`src/source/pe_pkg.sv`:
```
package pe_pkg;

    ////////////////////
    // widths
    ////////////////////

    localparam int lane_width  = 8;                       // bits per lane
    localparam int lane_count  = 4;                       // lanes per element
    localparam int data_width  = lane_width * lane_count; // 32-bit data word
    localparam int inst_width  = 64;                      // instruction word

    ////////////////////
    // pipeline depth
    ////////////////////

    localparam int lane_stages = 3;               // operand reg, alu reg, output reg
    localparam int pe_latency  = 1 + lane_stages; // decode/operand stage in front

    ////////////////////
    // opcodes
    ////////////////////

    // bit 2 set means immediate form, except for the alternate load
    typedef enum logic [2:0] {
        op_load     = 3'b000, // zero lanes, no valid
        op_add      = 3'b001,
        op_sub      = 3'b010,
        op_mul      = 3'b011,
        op_load_alt = 3'b100, // zero lanes, valid high
        op_addi     = 3'b101,
        op_subi     = 3'b110,
        op_muli     = 3'b111
    } opcode_t;

    ////////////////////
    // instruction word
    ////////////////////

    // register form, one byte per lane from bits 62:31
    typedef struct packed {
        logic             sel;        // 63  a operand source
        logic [31:0]      b_word;     // 62:31
        logic [3:0]       rsvd_hi;    // 30:27
        opcode_t          opcode;     // 26:24
        logic [23:0]      rsvd_lo;    // 23:0
    } inst_reg_t;

    // immediate form, 8-bit immediate broadcast to all lanes
    typedef struct packed {
        logic             sel;        // 63
        logic [35:0]      rsvd_hi;    // 62:27
        opcode_t          opcode;     // 26:24
        logic [15:0]      rsvd_mid;   // 23:8
        logic [7:0]       imm;        // 7:0
    } inst_imm_t;

    // same 64 bits, two decodings
    typedef union packed {
        inst_reg_t reg_form;
        inst_imm_t imm_form;
    } inst_word_u;

endpackage

```
`src/source/lane_ctrl_if.sv`:
```
`timescale 1ns/1ns

// decoded lane modes, shared by all four lanes
// one value per cycle, lined up with the registered operands
interface lane_ctrl_if;

    logic sub;      // alumode subtract
    logic use_mult; // multiplier in path
    logic zero_out; // opmode zero, lane output forced to 0
    logic valid;    // opcode was nonzero

    // decoder side
    modport decode (
        output sub,
        output use_mult,
        output zero_out,
        output valid
    );

    // lane array side
    modport lanes (
        input sub,
        input use_mult,
        input zero_out,
        input valid
    );

endinterface

```
`src/source/pe_decode.sv`:
```
`timescale 1ns/1ns

module pe_decode (
    input  logic               clk,
    input  logic               rst,
    input  pe_pkg::inst_word_u inst,
    lane_ctrl_if.decode        ctrl
);

    import pe_pkg::*;

    ////////////////////
    // opcode decode
    ////////////////////

    opcode_t opcode;   // same field in both forms
    logic    sub_d;
    logic    mult_d;
    logic    zero_d;
    logic    valid_d;

    assign opcode = inst.reg_form.opcode;

    always_comb begin
        // load modes unless an alu op is seen
        sub_d  = 1'b0;
        mult_d = 1'b0;
        zero_d = 1'b1;
        case (opcode)
            op_add, op_addi: begin
                zero_d = 1'b0;    // plain add
            end
            op_sub, op_subi: begin
                sub_d  = 1'b1;    // a - b
                zero_d = 1'b0;
            end
            op_mul, op_muli: begin
                mult_d = 1'b1;    // low byte of a * b
                zero_d = 1'b0;
            end
            default: begin
                zero_d = 1'b1;    // op_load / op_load_alt
            end
        endcase
    end

    assign valid_d = (opcode != op_load); // load_alt counts as valid

    ////////////////////
    // mode registers
    ////////////////////

    always_ff @(posedge clk) begin
        if (rst) begin
            ctrl.sub      <= 1'b0;
            ctrl.use_mult <= 1'b0;
            ctrl.zero_out <= 1'b1; // idle in load mode
            ctrl.valid    <= 1'b0;
        end else begin
            ctrl.sub      <= sub_d;
            ctrl.use_mult <= mult_d;
            ctrl.zero_out <= zero_d;
            ctrl.valid    <= valid_d;
        end
    end

    // subtract and multiply never share a cycle, the lane has no mul-sub path
    a_no_sub_mult: assert property (
        @(posedge clk) disable iff (rst)
        !(ctrl.sub && ctrl.use_mult)
    );

endmodule

```
`src/source/pe_lane.sv`:
```
`timescale 1ns/1ns

module pe_lane (
    input  logic                          clk,
    input  logic                          rst,
    input  logic [pe_pkg::lane_width-1:0] a,
    input  logic [pe_pkg::lane_width-1:0] b,
    input  logic                          sub,
    input  logic                          use_mult,
    input  logic                          zero_out,
    output logic [pe_pkg::lane_width-1:0] y
);

    import pe_pkg::*;

    ////////////////////
    // stage 1, operands and modes
    ////////////////////

    logic [lane_width-1:0]   a_s1;
    logic [lane_width-1:0]   b_s1;
    logic                    sub_s1;
    logic                    mult_s1;
    logic                    zero_s1;

    always_ff @(posedge clk) begin
        if (rst) begin
            a_s1    <= '0;
            b_s1    <= '0;
            sub_s1  <= 1'b0;
            mult_s1 <= 1'b0;
            zero_s1 <= 1'b0;
        end else begin
            a_s1    <= a;
            b_s1    <= b;
            sub_s1  <= sub;
            mult_s1 <= use_mult;
            zero_s1 <= zero_out;
        end
    end

    ////////////////////
    // stage 2, alu
    ////////////////////

    logic [2*lane_width-1:0] prod;     // full product, low byte kept
    logic [lane_width-1:0]   alu;      // wraps mod 256
    logic [lane_width-1:0]   res_s2;
    logic                    zero_s2;

    assign prod = a_s1 * b_s1;
    assign alu  = mult_s1 ? prod[lane_width-1:0] :
                  sub_s1  ? a_s1 - b_s1 :
                            a_s1 + b_s1;

    always_ff @(posedge clk) begin
        if (rst) begin
            res_s2  <= '0;
            zero_s2 <= 1'b0;
        end else begin
            res_s2  <= alu;
            zero_s2 <= zero_s1;  // follows its data
        end
    end

    ////////////////////
    // stage 3, output
    ////////////////////

    always_ff @(posedge clk) begin
        if (rst) y <= '0;
        else     y <= zero_s2 ? '0 : res_s2;  // load clears the lane
    end

    // zero request two stages deep shows up at the output
    a_zero_out: assert property (
        @(posedge clk) disable iff (rst)
        zero_s2 |=> (y == '0)
    );

endmodule

```
`src/source/pe_lane_array.sv`:
```
`timescale 1ns/1ns

module pe_lane_array (
    input  logic                          clk,
    input  logic                          rst,
    lane_ctrl_if.lanes                    ctrl,
    input  logic [pe_pkg::data_width-1:0] a_word,
    input  logic [pe_pkg::data_width-1:0] b_word,
    output logic [pe_pkg::data_width-1:0] result,
    output logic                          result_valid
);

    import pe_pkg::*;

    ////////////////////
    // lanes
    ////////////////////

    // lane 0 on the low byte, no carry between lanes
    for (genvar i = 0; i < lane_count; i++) begin : g_lane
        pe_lane u_lane (
            .clk      (clk),
            .rst      (rst),
            .a        (a_word[i*lane_width +: lane_width]),
            .b        (b_word[i*lane_width +: lane_width]),
            .sub      (ctrl.sub),
            .use_mult (ctrl.use_mult),
            .zero_out (ctrl.zero_out),
            .y        (result[i*lane_width +: lane_width])
        );
    end

    ////////////////////
    // valid delay
    ////////////////////

    logic [lane_stages-1:0] valid_sr;  // one bit per lane stage

    always_ff @(posedge clk) begin
        if (rst) valid_sr <= '0;
        else     valid_sr <= {valid_sr[lane_stages-2:0], ctrl.valid};
    end

    assign result_valid = valid_sr[lane_stages-1];  // lines up with lane y

    // nothing left in flight once reset is seen
    a_valid_after_rst: assert property (
        @(posedge clk)
        rst |=> !result_valid
    );

endmodule

```
`src/source/pe_operand_stage.sv`:
```
`timescale 1ns/1ns

module pe_operand_stage (
    input  logic                          clk,
    input  logic                          rst,
    input  pe_pkg::inst_word_u            inst,
    input  logic [pe_pkg::data_width-1:0] din_pe,  // shifted in from neighbour
    input  logic [pe_pkg::data_width-1:0] din_wb,  // memory write back
    output logic [pe_pkg::data_width-1:0] a_word,
    output logic [pe_pkg::data_width-1:0] b_word
);

    import pe_pkg::*;

    ////////////////////
    // field extraction
    ////////////////////

    logic [2:0]            op_bits;   // opcode as raw bits
    logic                  imm_sel;   // immediate form
    logic [data_width-1:0] a_next;
    logic [data_width-1:0] b_next;
    logic [data_width-1:0] imm_word;  // immediate in every byte

    assign op_bits  = inst.reg_form.opcode;
    assign imm_sel  = op_bits[2];
    assign imm_word = {lane_count{inst.imm_form.imm}};

    // msb picks the a source
    assign a_next = inst.reg_form.sel ? din_wb : din_pe;

    // load_alt also lands here, lanes zero it anyway
    assign b_next = imm_sel ? imm_word : inst.reg_form.b_word;

    ////////////////////
    // operand registers
    ////////////////////

    always_ff @(posedge clk) begin
        if (rst) begin
            a_word <= '0;
            b_word <= '0;
        end else begin
            a_word <= a_next;  // same edge as decode
            b_word <= b_next;
        end
    end

endmodule

```
`src/source/pe_top.sv`:
```
`timescale 1ns/1ns

module pe_top (
    input  logic                          clk,
    input  logic                          rst,
    input  logic [pe_pkg::inst_width-1:0] inst,    // raw instruction, decoded as union
    input  logic [pe_pkg::data_width-1:0] din_pe,
    input  logic [pe_pkg::data_width-1:0] din_wb,
    output logic [pe_pkg::data_width-1:0] result,
    output logic                          result_valid
);

    import pe_pkg::*;

    logic [data_width-1:0] a_word;  // registered operand a
    logic [data_width-1:0] b_word;  // registered operand b

    lane_ctrl_if ctrl ();            // decoded modes

    // decode and operand select side by side, one edge each
    pe_decode u_decode (
        .clk  (clk),
        .rst  (rst),
        .inst (inst),
        .ctrl (ctrl)
    );

    pe_operand_stage u_operand (
        .clk    (clk),
        .rst    (rst),
        .inst   (inst),
        .din_pe (din_pe),
        .din_wb (din_wb),
        .a_word (a_word),
        .b_word (b_word)
    );

    // three more edges to the result
    pe_lane_array u_lanes (
        .clk          (clk),
        .rst          (rst),
        .ctrl         (ctrl),
        .a_word       (a_word),
        .b_word       (b_word),
        .result       (result),
        .result_valid (result_valid)
    );

endmodule
```
`config.mk`:
```
export PLATFORM = sky130hd
export DESIGN_NAME = pe_top
export DESIGN_NICKNAME = d
export VERILOG_FILES = /design/src/source/pe_pkg.sv /design/src/source/lane_ctrl_if.sv /design/src/source/pe_decode.sv /design/src/source/pe_lane.sv /design/src/source/pe_lane_array.sv /design/src/source/pe_operand_stage.sv /design/src/source/pe_top.sv
export SDC_FILE = /design/constraint.sdc
export NUM_CORES = 1
export LEC_CHECK = 0
export ABC_AREA = 1
export BUFFER_PORTS_ARGS = -buffer_cell sky130_fd_sc_hd__buf_2
export CAP_MARGIN = 40
export CELL_PAD_IN_SITES_DETAIL_PLACEMENT = 1
export CELL_PAD_IN_SITES_GLOBAL_PLACEMENT = 2
export CORE_MARGIN = 5
export CORE_UTILIZATION = 36
export DETAILED_ROUTE_END_ITERATION = 7
export PLACE_DENSITY_LB_ADDON = 0.1
export REMOVE_ABC_BUFFERS = 1
export SLEW_MARGIN = 15
export SYNTH_ARGS = -nofsm -noshare
export SYNTH_HDL_FRONTEND = slang
export SYNTH_SLANG_ARGS = --single-unit
```
`constraint.sdc`:
```
create_clock -name clk -period 8.4 [get_ports clk]
set_clock_uncertainty 0.1 [all_clocks]
set_input_delay 1.26 -clock clk [delete_from_list [all_inputs] [get_ports clk]]
set_output_delay 1.26 -clock clk [all_outputs]
set_load 0.1 [all_outputs]
```
==> Word-level counts from Yosys, hierarchy flattened <==
Index checks and enable logic that the tools add are counted.
{ "totals": {"reg_bits": 203, "input_bits": 130, "out_inout_bits": 33, "elab_cells": 63} }
{ "classes": {"add_sub_neg": 8, "mul": 4, "n_eq_ne": 6, "n_mux": 13, "reduce_logical": 5} }
{ "ops": {"columns": ["cell", "count"], "rows": [
  ["two-way mux 32 bit", 2],
  ["two-way mux 8 bit", 8],
  ["adder 8 bit", 4],
  ["multiplier 8 x 8 -> 8 bit", 4],
  ["subtractor 8 bit", 4],
  ["== test 3 bit, second input constant", 3],
  ["== test 3 x 2 -> 1 bit, second input constant", 2],
  ["OR reduction 2 bit", 3],
  ["OR reduction 6 bit", 1],
  ["== test 3 x 1 -> 1 bit, second input constant", 1],
  ["two-way mux 1 bit", 3],
  ["nonzero test 3 bit", 1]
]} }

==> Longest topological paths before layout <==
Gate-level depths: netlist of the first run.
{ "logic_depth": {"depth_word": 3, "depth_mapped": 22, "ltp_nobuf": 21} }

==> Hierarchy <==
Synthesis of the first run repeated with hierarchy kept, for this count alone.
{ "hier_totals": {"cells_unflattened": 1769, "area_unflattened_um2": 13035.0} }
{ "by_module_without_submodules": {"columns": ["mod", "n_inst", "cells_per_inst", "area_per_inst_um2", "seq_area_each_um2"], "rows": [
  ["pe_lane at u_lanes.g_lane[1].u_lane", 1, 377, 2683.8, 720.7],
  ["pe_lane at u_lanes.g_lane[2].u_lane", 1, 370, 2653.8, 720.7],
  ["pe_lane at u_lanes.g_lane[0].u_lane", 1, 378, 2641.3, 720.7],
  ["pe_lane at u_lanes.g_lane[3].u_lane", 1, 370, 2632.5, 720.7],
  ["pe_operand_stage", 1, 252, 2222.1, 1281.2],
  ["pe_decode", 1, 13, 118.9, 80.1],
  ["pe_lane_array", 1, 9, 82.6, 60.1]
]} }

==> Worst setup path after synthesis of the first run <==
OpenSTA, ideal clock, no wires.
{ "synth_timing": {"path_type": "reg2reg", "startpoint": "register u_lanes.g_lane[2].u_lane.a_s1[1]", "endpoint": "register u_lanes.g_lane[2].u_lane.res_s2[7]", "arrival_ps": 3737, "slack_ps": 4449, "stages_incl_launch_ff": 23, "path_cell_list": "dfxtp_1 buf_2 nand2_1 fa_1 fa_1 inv_1 fa_1 inv_1 fa_1 inv_1 ha_1 nand2_1 nand2_1 nor2_1 inv_1 nand2_1 nand2_1 nand2_1 nand2_1 nand2_1 nand3_1 nand2_1 nor2_2"} }
{ "synth_between": {"elab_chain_len": 3} }
{ "synth_lines": {"columns": ["item", "line_no", "text"], "rows": [
  ["start, declared", "pe_lane.sv:20", "logic [lane_width-1:0] a_s1;"],
  ["start signal, assigned", "pe_lane.sv:28", "a_s1 <= '0;"],
  ["start signal, assigned", "pe_lane.sv:34", "a_s1 <= a;"],
  ["branches (longest 2 deep; another with multiplier 8 x 8 -> 8 bit)", null, null],
  ["two-way mux 8 bit *", "pe_lane.sv:52", "assign alu = mult_s1 ? prod[lane_width-1:0] :"],
  ["end signal, assigned", "pe_lane.sv:61", "res_s2 <= alu;"],
  ["end, declared", "pe_lane.sv:48", "logic [lane_width-1:0] res_s2;"]
]} }
Mark *: on every way between the ends.
A chain may end at the register's enable or synchronous reset.

==> Worst setup path after layout of the first run <==
Ends and elaborated chain as after synthesis.

==> results.py, run 1 <==
metrics = {
    "drt": {
        "totalWireLength_um": 32500,
        "met3_length_um": 1550,
        "drtAntennaViolNets": 0,
        "drcViolationCount": 0,
        "vias": 10200,
        "dr.pass1.iters": 6,
        "wl_met2_um": 16200,
        "vias_per_cell": 4.46,
        "first_iter_violations": 329,
        "routedWlPerCell_um": 14.2,
        "met1_length_um": 14300,
        "dr.max_layer_used": "met5",
    },
    "clock_network": {
        "clockBufferDepth": 3,
        "cts_inserted_buffers": 25,
        "ctsHoldBuffers": 0,
        "htree_levels": 1,
        "cts_resized": 0,
        "cts_tree": "yes",
        "cts-root-buf": "clkbuf_16",
        "clock_sinks": 203,
        "clkLatencyLatePin_ns": 0.54,
        "clk_pin_slew_ns": 0.06,
        "post_cts_buffers": 0,
    },
    "floorplan": {
        "core-area_um2": 33600,
        "dieArea_um2": 37900,
        "dieWidth_um": 195,
        "start_util_pct": 36.5,
        "rows": 67,
        "io_pins": 163,
        "die_h_um": 195,
    },
    "place": {
        "pre_cts_slack_ns": 4.05,
        "hpwl_um": 24900,
        "port_buffers": 142,
        "gp_routability_congestion": 0.808,
    },
    "critical_path": {
        "reg2regPathDepth": 21,
        "end_kind": "register",
        "crit_type": "register to register",
        "crit_arrival_ns": 4.59,
        "cp_max_fo": 10,
        "r2r-end": "u_lanes.g_lane[2].u_lane.res_s2[7]",
        "regToRegSetupSlack_ns": 4.14,
        "worstReg2RegStart": "u_lanes.g_lane[2].u_lane.a_s1[1]",
        "worst_setup_path_start_kind": "register",
        "cp.required_ns": 8.73,
    },
    "synthesis": {
        "ys_types": 37,
        "synth_edf_count": 0,
        "netlist_instances": 1702,
        "ys_ff_latch": 203,
        "yosysWarnings": 0,
        "avgSynthCellArea_um2": 7.22,
        "synthesis.area_um2": 12300,
        "seq_area_frac_synth_pct": 33.1,
        "ys.flop_type": "dfxtp_1",
        "async_flop_share_pct": 0,
    },
    "timing": {
        "min_period_ns": 4.26,
        "timing.final.ws_setup_ns": 4.14,
        "max_freq_mhz": 235,
        "period_share_pct": 50.7,
        "slew_headroom_pct": 55.0,
        "tightest_slew_ns": 0.675,
        "setup_tns_ns": 0,
        "report.final.slew_viol_count": 0,
        "rsz0062_at_grt": "no",
        "hold_viol_final": 0,
        "setup_viol": 0,
    },
    "grt": {
        "grt_first_pass_wirelength_um": 54100,
        "grt_max_degree": 72,
        "grt.total_usage_pct": 17.4,
        "grt_pass1_vias": 10800,
        "antenna_found_initial": 1,
        "grt_overflow": 0,
    },
    "power": {
        "power_leakage_nw": 7.91,
        "peakVddDrop_mv": 0.133,
        "finalPower_mw": 2.75,
        "power.density_nw_per_um2": 193,
    },
    "worst_hold_path": {
        "hold_end": "u_lanes.g_lane[1].u_lane.b_s1[5]",
        "hold_depth": 2,
        "hp-start": "u_operand.b_word[13]",
        "hold_class": "register to register",
    },
    "cells_and_area": {
        "drive_gt1_share_pct": 12.3,
        "nets": 2101,
        "area_growth_pct": 15.8,
        "fin_util_pct": 42.3,
    },
    "run_status": {
        "status": "finished, final reports clean",
    },
    "job": {
        "maxCapViolCount": 0,
    },
}
critical path, stage by stage (launching register included):
cell and delay, ns:
dfxtp_1 0.59, nand2_1 0.14, fa_1 0.47, fa_1 0.54, inv_1 0.05, fa_1 0.48
inv_1 0.06, fa_1 0.53, inv_1 0.04, ha_1 0.33, nand2_1 0.07, nand2_1 0.04
nor2_1 0.13, inv_1 0.05, nand2_1 0.08, nand2_1 0.05, nand2_1 0.07, nand2_1 0.05
nand2_1 0.05, nand3_1 0.07, nand2_1 0.10, nor2_2 0.04
per-stage QoR:
| stage | hold slack (ns) | cell area [um^2] | instances |
|---|---|---|---|
| 2_1_floorplan | 0.288 | 12000 | 1641 |
| 3_3_place_gp | 0.290 | 13300 | 2238 |
| 3_5_place_dp | 0.294 | 13300 | 2239 |
| 4_1_cts | 0.302 | 14200 | 2284 |
| 5_1_grt | 0.310 | 14200 | 2285 |
| 6_report | 0.299 | 14200 | 2286 |
metal layers:
| layer | up-vias | global-route usage (%) |
|---|---|---|
| li1 | 5257 | - |
| met1 | 4773 | 21.6 |
| met2 | 136 | 31.8 |
| met3 | 36 | 2.77 |
| met4 | 2 | 3.88 |
| met5 | - | 0 |
synth_stat cells, types with 10 or more instances:
master / instances / share of area [%]
clkbuf_1: 30 / 0.92
dfxtp_1: 203 / 33
nand2_2: 11 / 0.56
ha_1: 100 / 10
buf_4: 10 / 0.61
nor2_1: 224 / 6.8
fa_1: 52 / 8.5
nand2_1: 347 / 11
xor2_1: 51 / 3.6
inv_1: 393 / 12
nand3_1: 50 / 2.0
a21oi_1: 79 / 3.2
o21ai_0: 66 / 2.7
xnor2_1: 18 / 1.3
buf_2: 12 / 0.49
area by class of cell:
cell class / instances / area [um^2]
diodes: 1 / 2.50
clock buffers: 35 / 723
clock inverters: 10 / 156
fillers: 4293 / 19400
inverters: 399 / 1500
multi-input cells: 1039 / 6400
flip-flops and latches: 203 / 4070
well taps: 448 / 561
repair buffers: 151 / 813
cell families after synthesis:
logic type                 synth area share, %
adders and majority gates                 18.7
AOI/OAI and AO/OA                         7.30
buffers and inverters                     14.8
xor gates and xnor gates                  4.92
and+or+nand+nor                           21.2
DFF                                       33.1
report_power, final:
part	switching, mW	leakage, nW	internal (mW)
clock network	0.416	0.433	0.720
logic	0.353	5.79	0.165
registers	0.0492	1.68	1.05
worst max path at each step:
stage | startpoint | to | slack [ns] | cells after the start
after floorplan | u_lanes.g_lane[2].u_lane.a_s1[1] | u_lanes.g_lane[2].u_lane.res_s2[7] | 4.45 | 21
after global placement | u_lanes.g_lane[2].u_lane.a_s1[1] | u_lanes.g_lane[2].u_lane.res_s2[7] | 4.14 | 21
after detailed placement | u_lanes.g_lane[0].u_lane.a_s1[1] | u_lanes.g_lane[0].u_lane.res_s2[7] | 4.05 | 21
after CTS | u_lanes.g_lane[0].u_lane.a_s1[1] | u_lanes.g_lane[0].u_lane.res_s2[7] | 4.06 | 21
after global routing | u_lanes.g_lane[2].u_lane.a_s1[1] | u_lanes.g_lane[2].u_lane.res_s2[7] | 3.72 | 21
final | u_lanes.g_lane[2].u_lane.a_s1[1] | u_lanes.g_lane[2].u_lane.res_s2[7] | 4.14 | 21
layout by cell type, fill, tap and decap left out, types with 5 or more instances in the layout:
cell	instances
inv_1	393
nand2_1	347
nor2_1	224
dfxtp_1	202
buf_2	141
ha_1	100
a21oi_1	79
o21ai_0	66
fa_1	52
xor2_1	51
nand3_1	50
clkbuf_16	25
xnor2_1	18
nand2_2	11
buf_4	8
clkbuf_8	6
inv_2	5
nor2_2	5
sequential cells by signal (all words and copies together) (netlist names), 3 cells and up:
register                      flops
u_operand.a_word                 32
u_lanes.valid_sr                  3
u_lanes.g_lane.u_lane.res_s2     32
u_operand.b_word                 32
u_lanes.g_lane.u_lane.a_s1       32
u_lanes.g_lane.u_lane.y          32
u_lanes.g_lane.u_lane.b_s1       32
(Power assumes the default switching activity.)
==> run 2, diff against run 1 <==
CORE_UTILIZATION = 30   (was 36)
clock period = 3.7 ns   (was 8.4 ns; I/O delays follow)
==> results.py, run 2 (synthesis results as in run 1) <==
metrics = {
    "run_status": {
        "status": "finished, final reports clean",
    },
    "critical_path": {
        "crit_type": "register to register",
        "cpMostUsedCell": "nand2_1",
        "end_kind": "register",
        "crit_arrival_ns": 3.97,
        "worst_path_largest_cell_delay_ns": 0.53,
        "slowest_stage": "fa_1",
        "cp.required_ns": 4.00,
        "cp_cell_sequence": "nand2_2 -> fa_2 -> fa_1 -> inv_2 -> fa_1 -> inv_1 -> fa_1 -> inv_2 -> ha_4 -> nand2_2 -> nor2_2 -> nor2_2 -> inv_1 -> nand2_1 -> nand2_1 -> inv_1 -> nand3_2 -> nand2_1 -> nand2_1 -> nand3_1 -> a21oi_1",
        "worst_setup_path_start_kind": "register",
        "cp_top_family": "adder cells",
        "path_buf_inv": 5,
        "cp_max_fo": 3,
    },
    "timing": {
        "max_freq_mhz": 273,
        "timing.final.ws_setup_ns": 0.0346,
        "rsz0062_at_grt": "yes",
        "min_period_ns": 3.67,
        "tightest_slew_ns": 0.716,
        "setup_viol": 0,
        "slew_headroom_pct": 52.3,
        "hold_viol_final": 0,
        "report.final.slew_viol_count": 0,
        "period_share_pct": 99.1,
    },
    "power": {
        "p_sw_share_pct": 30.7,
        "power_leakage_nw": 8.34,
        "power_frac_seq_pct": 38.7,
        "power.density_nw_per_um2": 413,
        "p_sw_mw": 1.94,
        "p_clk_share_pct": 40.4,
        "p_int_mw": 4.37,
        "power_frac_comb_pct": 20.9,
        "peakVddDrop_mv": 0.346,
    },
    "cells_and_area": {
        "nets": 2185,
        "final_cell_mix": "inv_1, nand2_1, nor2_1",
        "area_growth_pct": 24.4,
        "fin_util_pct": 37.6,
        "num-fill-cells": 5072,
        "drive_gt1_share_pct": 20.7,
        "final_common_cell": "inv_1",
    },
    "clock_network": {
        "clkLatencyLatePin_ns": 0.55,
        "cts-root-buf": "clkbuf_16",
        "cts_tree": "yes",
        "ctsHoldBuffers": 0,
        "htree_levels": 1,
        "clock_sinks": 203,
        "clockBufferDepth": 3,
        "clk_pin_slew_ns": 0.05,
        "cts_inserted_buffers": 26,
    },
    "floorplan": {
        "dieArea_um2": 45100,
        "core-area_um2": 40600,
        "die_h_um": 212,
        "dieWidth_um": 212,
        "io_pins": 163,
        "rows": 74,
        "start_util_pct": 30.2,
    },
    "drt": {
        "drcViolationCount": 0,
        "vias_per_cell": 4.31,
        "dr.pass1.iters": 4,
        "first_iter_violations": 209,
        "vias": 10600,
        "totalWireLength_um": 35700,
        "routedWlPerCell_um": 14.5,
        "drtAntennaViolNets": 0,
    },
    "place": {
        "gp_routability_congestion": 0.814,
        "port_buffers": 142,
        "pre_cts_slack_ns": -0.324,
        "hpwl_um": 27700,
    },
    "grt": {
        "grt_overflow": 0,
        "grt_max_degree": 126,
        "grt_pass1_vias": 11100,
        "grt.total_usage_pct": 16.0,
        "grt_first_pass_wirelength_um": 57100,
        "antenna_found_initial": 5,
    },
    "worst_hold_path": {
        "hold_class": "primary input to register",
    },
    "job": {
        "maxCapViolCount": 0,
    },
}
==> run 2: timing repair <==
action,4_1_cts,5_1_grt
endpoints found under the hold margin,0,0
pin swaps,17,21
setup endpoints to repair,6,8
setup buffers,4,7
gates cloned,0,0
resized for setup,65,33
==> run 2: metrics by stage <==
stage / instances / instance area [um^2] / power (mW) / TNS [ns] / hold slack [ns]
after global routing: 2454 / 15300 / 6.70 / -0.507 / 0.0779
final: 2455 / 15300 / 6.31 / 0 / 0.0956
after global placement: 2395 / 14000 / 3.78 / -0.779 / 0.290
after CTS: 2448 / 15100 / 6.46 / -0.0165 / 0.0493
after detailed placement: 2397 / 14000 / 3.81 / -1.08 / 0.295
after floorplan: 1641 / 12000 / 3.36 / -0.663 / 0.288
==> run 2: final cells by class <==
| cell class | instances | area (um^2) | area share [%] |
|---|---|---|---|
| inverter | 399 | 1500 | 9.81 |
| clock buffer | 36 | 749 | 4.91 |
| tap | 532 | 666 | 4.36 |
| timing repair buffer | 234 | 1480 | 9.68 |
| sequential | 203 | 4100 | 26.8 |
| clock inverter | 11 | 119 | 0.778 |
| antenna | 1 | 2.50 | 0.0164 |
| multi-input combinational | 1039 | 6660 | 43.6 |
==> run 2: power groups by stage <==
stage / clock network [mW] / logic, mW / registers [mW]
2_1_floorplan: 0 / 0.615 / 2.75
3_3_place_gp: 0 / 1.30 / 2.48
3_5_place_dp: 0 / 1.32 / 2.49
4_1_cts: 2.67 / 1.34 / 2.44
5_1_grt: 2.75 / 1.48 / 2.46
6_report: 2.55 / 1.32 / 2.44
==> run 2: metal layers <==
layer / up-vias / GRT usage (%) / routed length [um]
met1: 4964 / 20.2 / 16400
met4: 8 / 2.89 / 483
met5: - / 0 / 35
met2: 130 / 28.8 / 17300
met3: 41 / 2.83 / 1520
li1: 5433 / - / -
==> run 2: final timing paths <==
kind / slack [ns] / end / start / depth (start not counted)
max: 0.03 / u_lanes.g_lane[0].u_lane.res_s2[7] / u_lanes.g_lane[0].u_lane.b_s1[4] / 21
min: 0.1 / u_decode.ctrl.sub / inst[24] / 2
max reg2reg: 0.03 / u_lanes.g_lane[0].u_lane.res_s2[7] / u_lanes.g_lane[0].u_lane.b_s1[4] / 21
min reg2reg: 0.29 / u_lanes.g_lane[1].u_lane.b_s1[0] / u_operand.b_word[8] / 2
==> run 3, diff against run 2 <==
CORE_UTILIZATION = 36   (was 30)
CTS_CLUSTER_SIZE = 14   (was not set)
clock period = 4.65 ns   (was 3.7 ns; I/O delays follow)
==> results.py, run 3 (synthesis results as in run 1) <==
metrics = {
    "drt": {
        "drtAntennaViolNets": 0,
        "routedWlPerCell_um": 14.4,
        "first_iter_violations": 269,
        "vias": 10400,
        "vias_per_cell": 4.51,
        "drcViolationCount": 0,
        "dr.pass1.iters": 4,
        "totalWireLength_um": 33200,
    },
    "power": {
        "power_leakage_nw": 7.98,
        "power.density_nw_per_um2": 339,
        "peakVddDrop_mv": 0.265,
        "finalPower_mw": 4.86,
    },
    "floorplan": {
        "io_pins": 163,
        "dieWidth_um": 195,
        "rows": 67,
        "core-area_um2": 33600,
        "start_util_pct": 36.5,
        "dieArea_um2": 37900,
        "die_h_um": 195,
    },
    "critical_path": {
        "cp_max_fo": 9,
        "r2r-end": "u_lanes.g_lane[3].u_lane.res_s2[7]",
        "reg2regPathDepth": 19,
        "crit_type": "register to register",
        "crit_end": "u_lanes.g_lane[3].u_lane.res_s2[7]",
        "regToRegSetupSlack_ns": 0.41,
        "end_kind": "register",
        "cp.required_ns": 5.01,
        "startpoint": "u_lanes.g_lane[3].u_lane.a_s1[1]",
        "worst_setup_path_start_kind": "register",
        "worstReg2RegStart": "u_lanes.g_lane[3].u_lane.a_s1[1]",
        "crit_arrival_ns": 4.60,
    },
    "run_status": {
        "status": "finished, final reports clean",
    },
    "cells_and_area": {
        "fin_util_pct": 42.6,
        "multi_input_area_um2": 6400,
        "final_common_cell": "inv_1",
        "drive_gt1_share_pct": 13.0,
        "num-fill-cells": 4266,
        "final_cell_mix": "inv_1, nand2_1, nor2_1",
        "area.sequential_um2": 4060,
        "nets": 2118,
        "area_growth_pct": 16.6,
    },
    "place": {
        "gp_routability_congestion": 0.802,
        "hpwl_um": 25800,
        "port_buffers": 142,
    },
    "grt": {
        "antenna_found_initial": 4,
        "grt_overflow": 0,
        "grt.total_usage_pct": 17.5,
        "grt_max_degree": 72,
        "grt_pass1_vias": 11000,
        "grt_first_pass_wirelength_um": 54400,
    },
    "clock_network": {
        "cts_inserted_buffers": 25,
        "clockBufferDepth": 3,
        "clock_sinks": 203,
        "post_cts_buffers": 0,
        "htree_levels": 1,
        "clkLatencyLatePin_ns": 0.53,
        "ctsHoldBuffers": 0,
        "cts_resized": 0,
        "cts_tree": "yes",
        "clk_pin_slew_ns": 0.05,
        "cts-root-buf": "clkbuf_16",
    },
    "timing": {
        "setup_viol": 0,
        "max_freq_mhz": 236,
        "slew_headroom_pct": 52.7,
        "tightest_slew_ns": 0.710,
        "whs_ns": 0.285,
        "hold_viol_final": 0,
        "report.final.slew_viol_count": 0,
        "min_period_ns": 4.24,
        "setup_tns_ns": 0,
        "period_share_pct": 91.2,
        "rsz0062_at_grt": "no",
    },
    "job": {
        "maxCapViolCount": 0,
    },
    "worst_hold_path": {
        "hold_class": "primary input to register",
    },
}
## run 3: changes by cell type in the layout (fill, tap and decap cells not counted), moves of 18 or more
| cell | previous run | this run |
|---|---|---|
| dfxtp_2 | 20 | 0 |
| nand2_1 | 329 | 347 |
| buf_4 | 82 | 24 |
| nand2_2 | 29 | 11 |
| dfxtp_1 | 180 | 203 |
## run 3: stage by stage
stage                     cells  setup slack [ns]  area (um^2)
final                      2307             0.410        14300
after global routing       2306             0.125        14300
after CTS                  2302             0.354        14300
after detailed placement   2256             0.369        13500
after global placement     2254             0.457        13400
after floorplan            1641             0.695        12000
## run 3: cell type report
class	instances	area share, %
multi-input cells	1039	44.7
flip-flops and latches	203	28.4
inverters	399	10.5
repair buffers	168	6.76
clock buffers	36	5.00
well taps	448	3.91
clock inverters	10	0.760
diodes	4	0.0699
## run 3: routing by layer
layer / track usage, % / part of all wire [%] / wire length (um) / vias to the layer above
li1: - / - / - / 5302
met1: 20.8 / 44 / 14500 / 4929
met2: 32.6 / 50 / 16700 / 126
met3: 2.67 / 3.8 / 1250 / 46
met4: 4.69 / 2.2 / 741 / 2
met5: 0 / 0.033 / 11 / -
## run 3: worst max-delay path: stages (launching register included)
cell     delay [ns]
dfxtp_1        0.60
nand2_1        0.15
fa_1           0.48
fa_1           0.55
inv_1          0.05
fa_1           0.48
inv_1          0.06
fa_1           0.53
inv_1          0.04
ha_1           0.33
a21oi_1        0.18
a21o_1         0.13
nand2_1        0.07
inv_1          0.05
nand2_1        0.06
nand2_1        0.06
nand2_1        0.04
nand2_1        0.05
nand2_1        0.06
a21oi_2        0.12
## run 3: power by group
part	leakage, nW	switching, mW	internal, mW
clock	0.404	0.745	1.18
sequential	1.68	0.0748	1.89
combinational	5.90	0.657	0.310
## run 3: worst min path at each step
stage | cells after the start | to | slack [ns] | from
after detailed placement | 2 | u_lanes.g_lane[3].u_lane.b_s1[4] | 0.30 | u_operand.b_word[28]
after floorplan | 2 | u_lanes.g_lane[0].u_lane.a_s1[0] | 0.29 | u_operand.a_word[0]
after global routing | 2 | u_decode.ctrl.sub | 0.26 | inst[24]
after CTS | 2 | u_decode.ctrl.sub | 0.24 | inst[24]
after global placement | 2 | u_lanes.g_lane[3].u_lane.b_s1[0] | 0.29 | u_operand.b_word[24]
final | 2 | u_decode.ctrl.sub | 0.28 | inst[24]
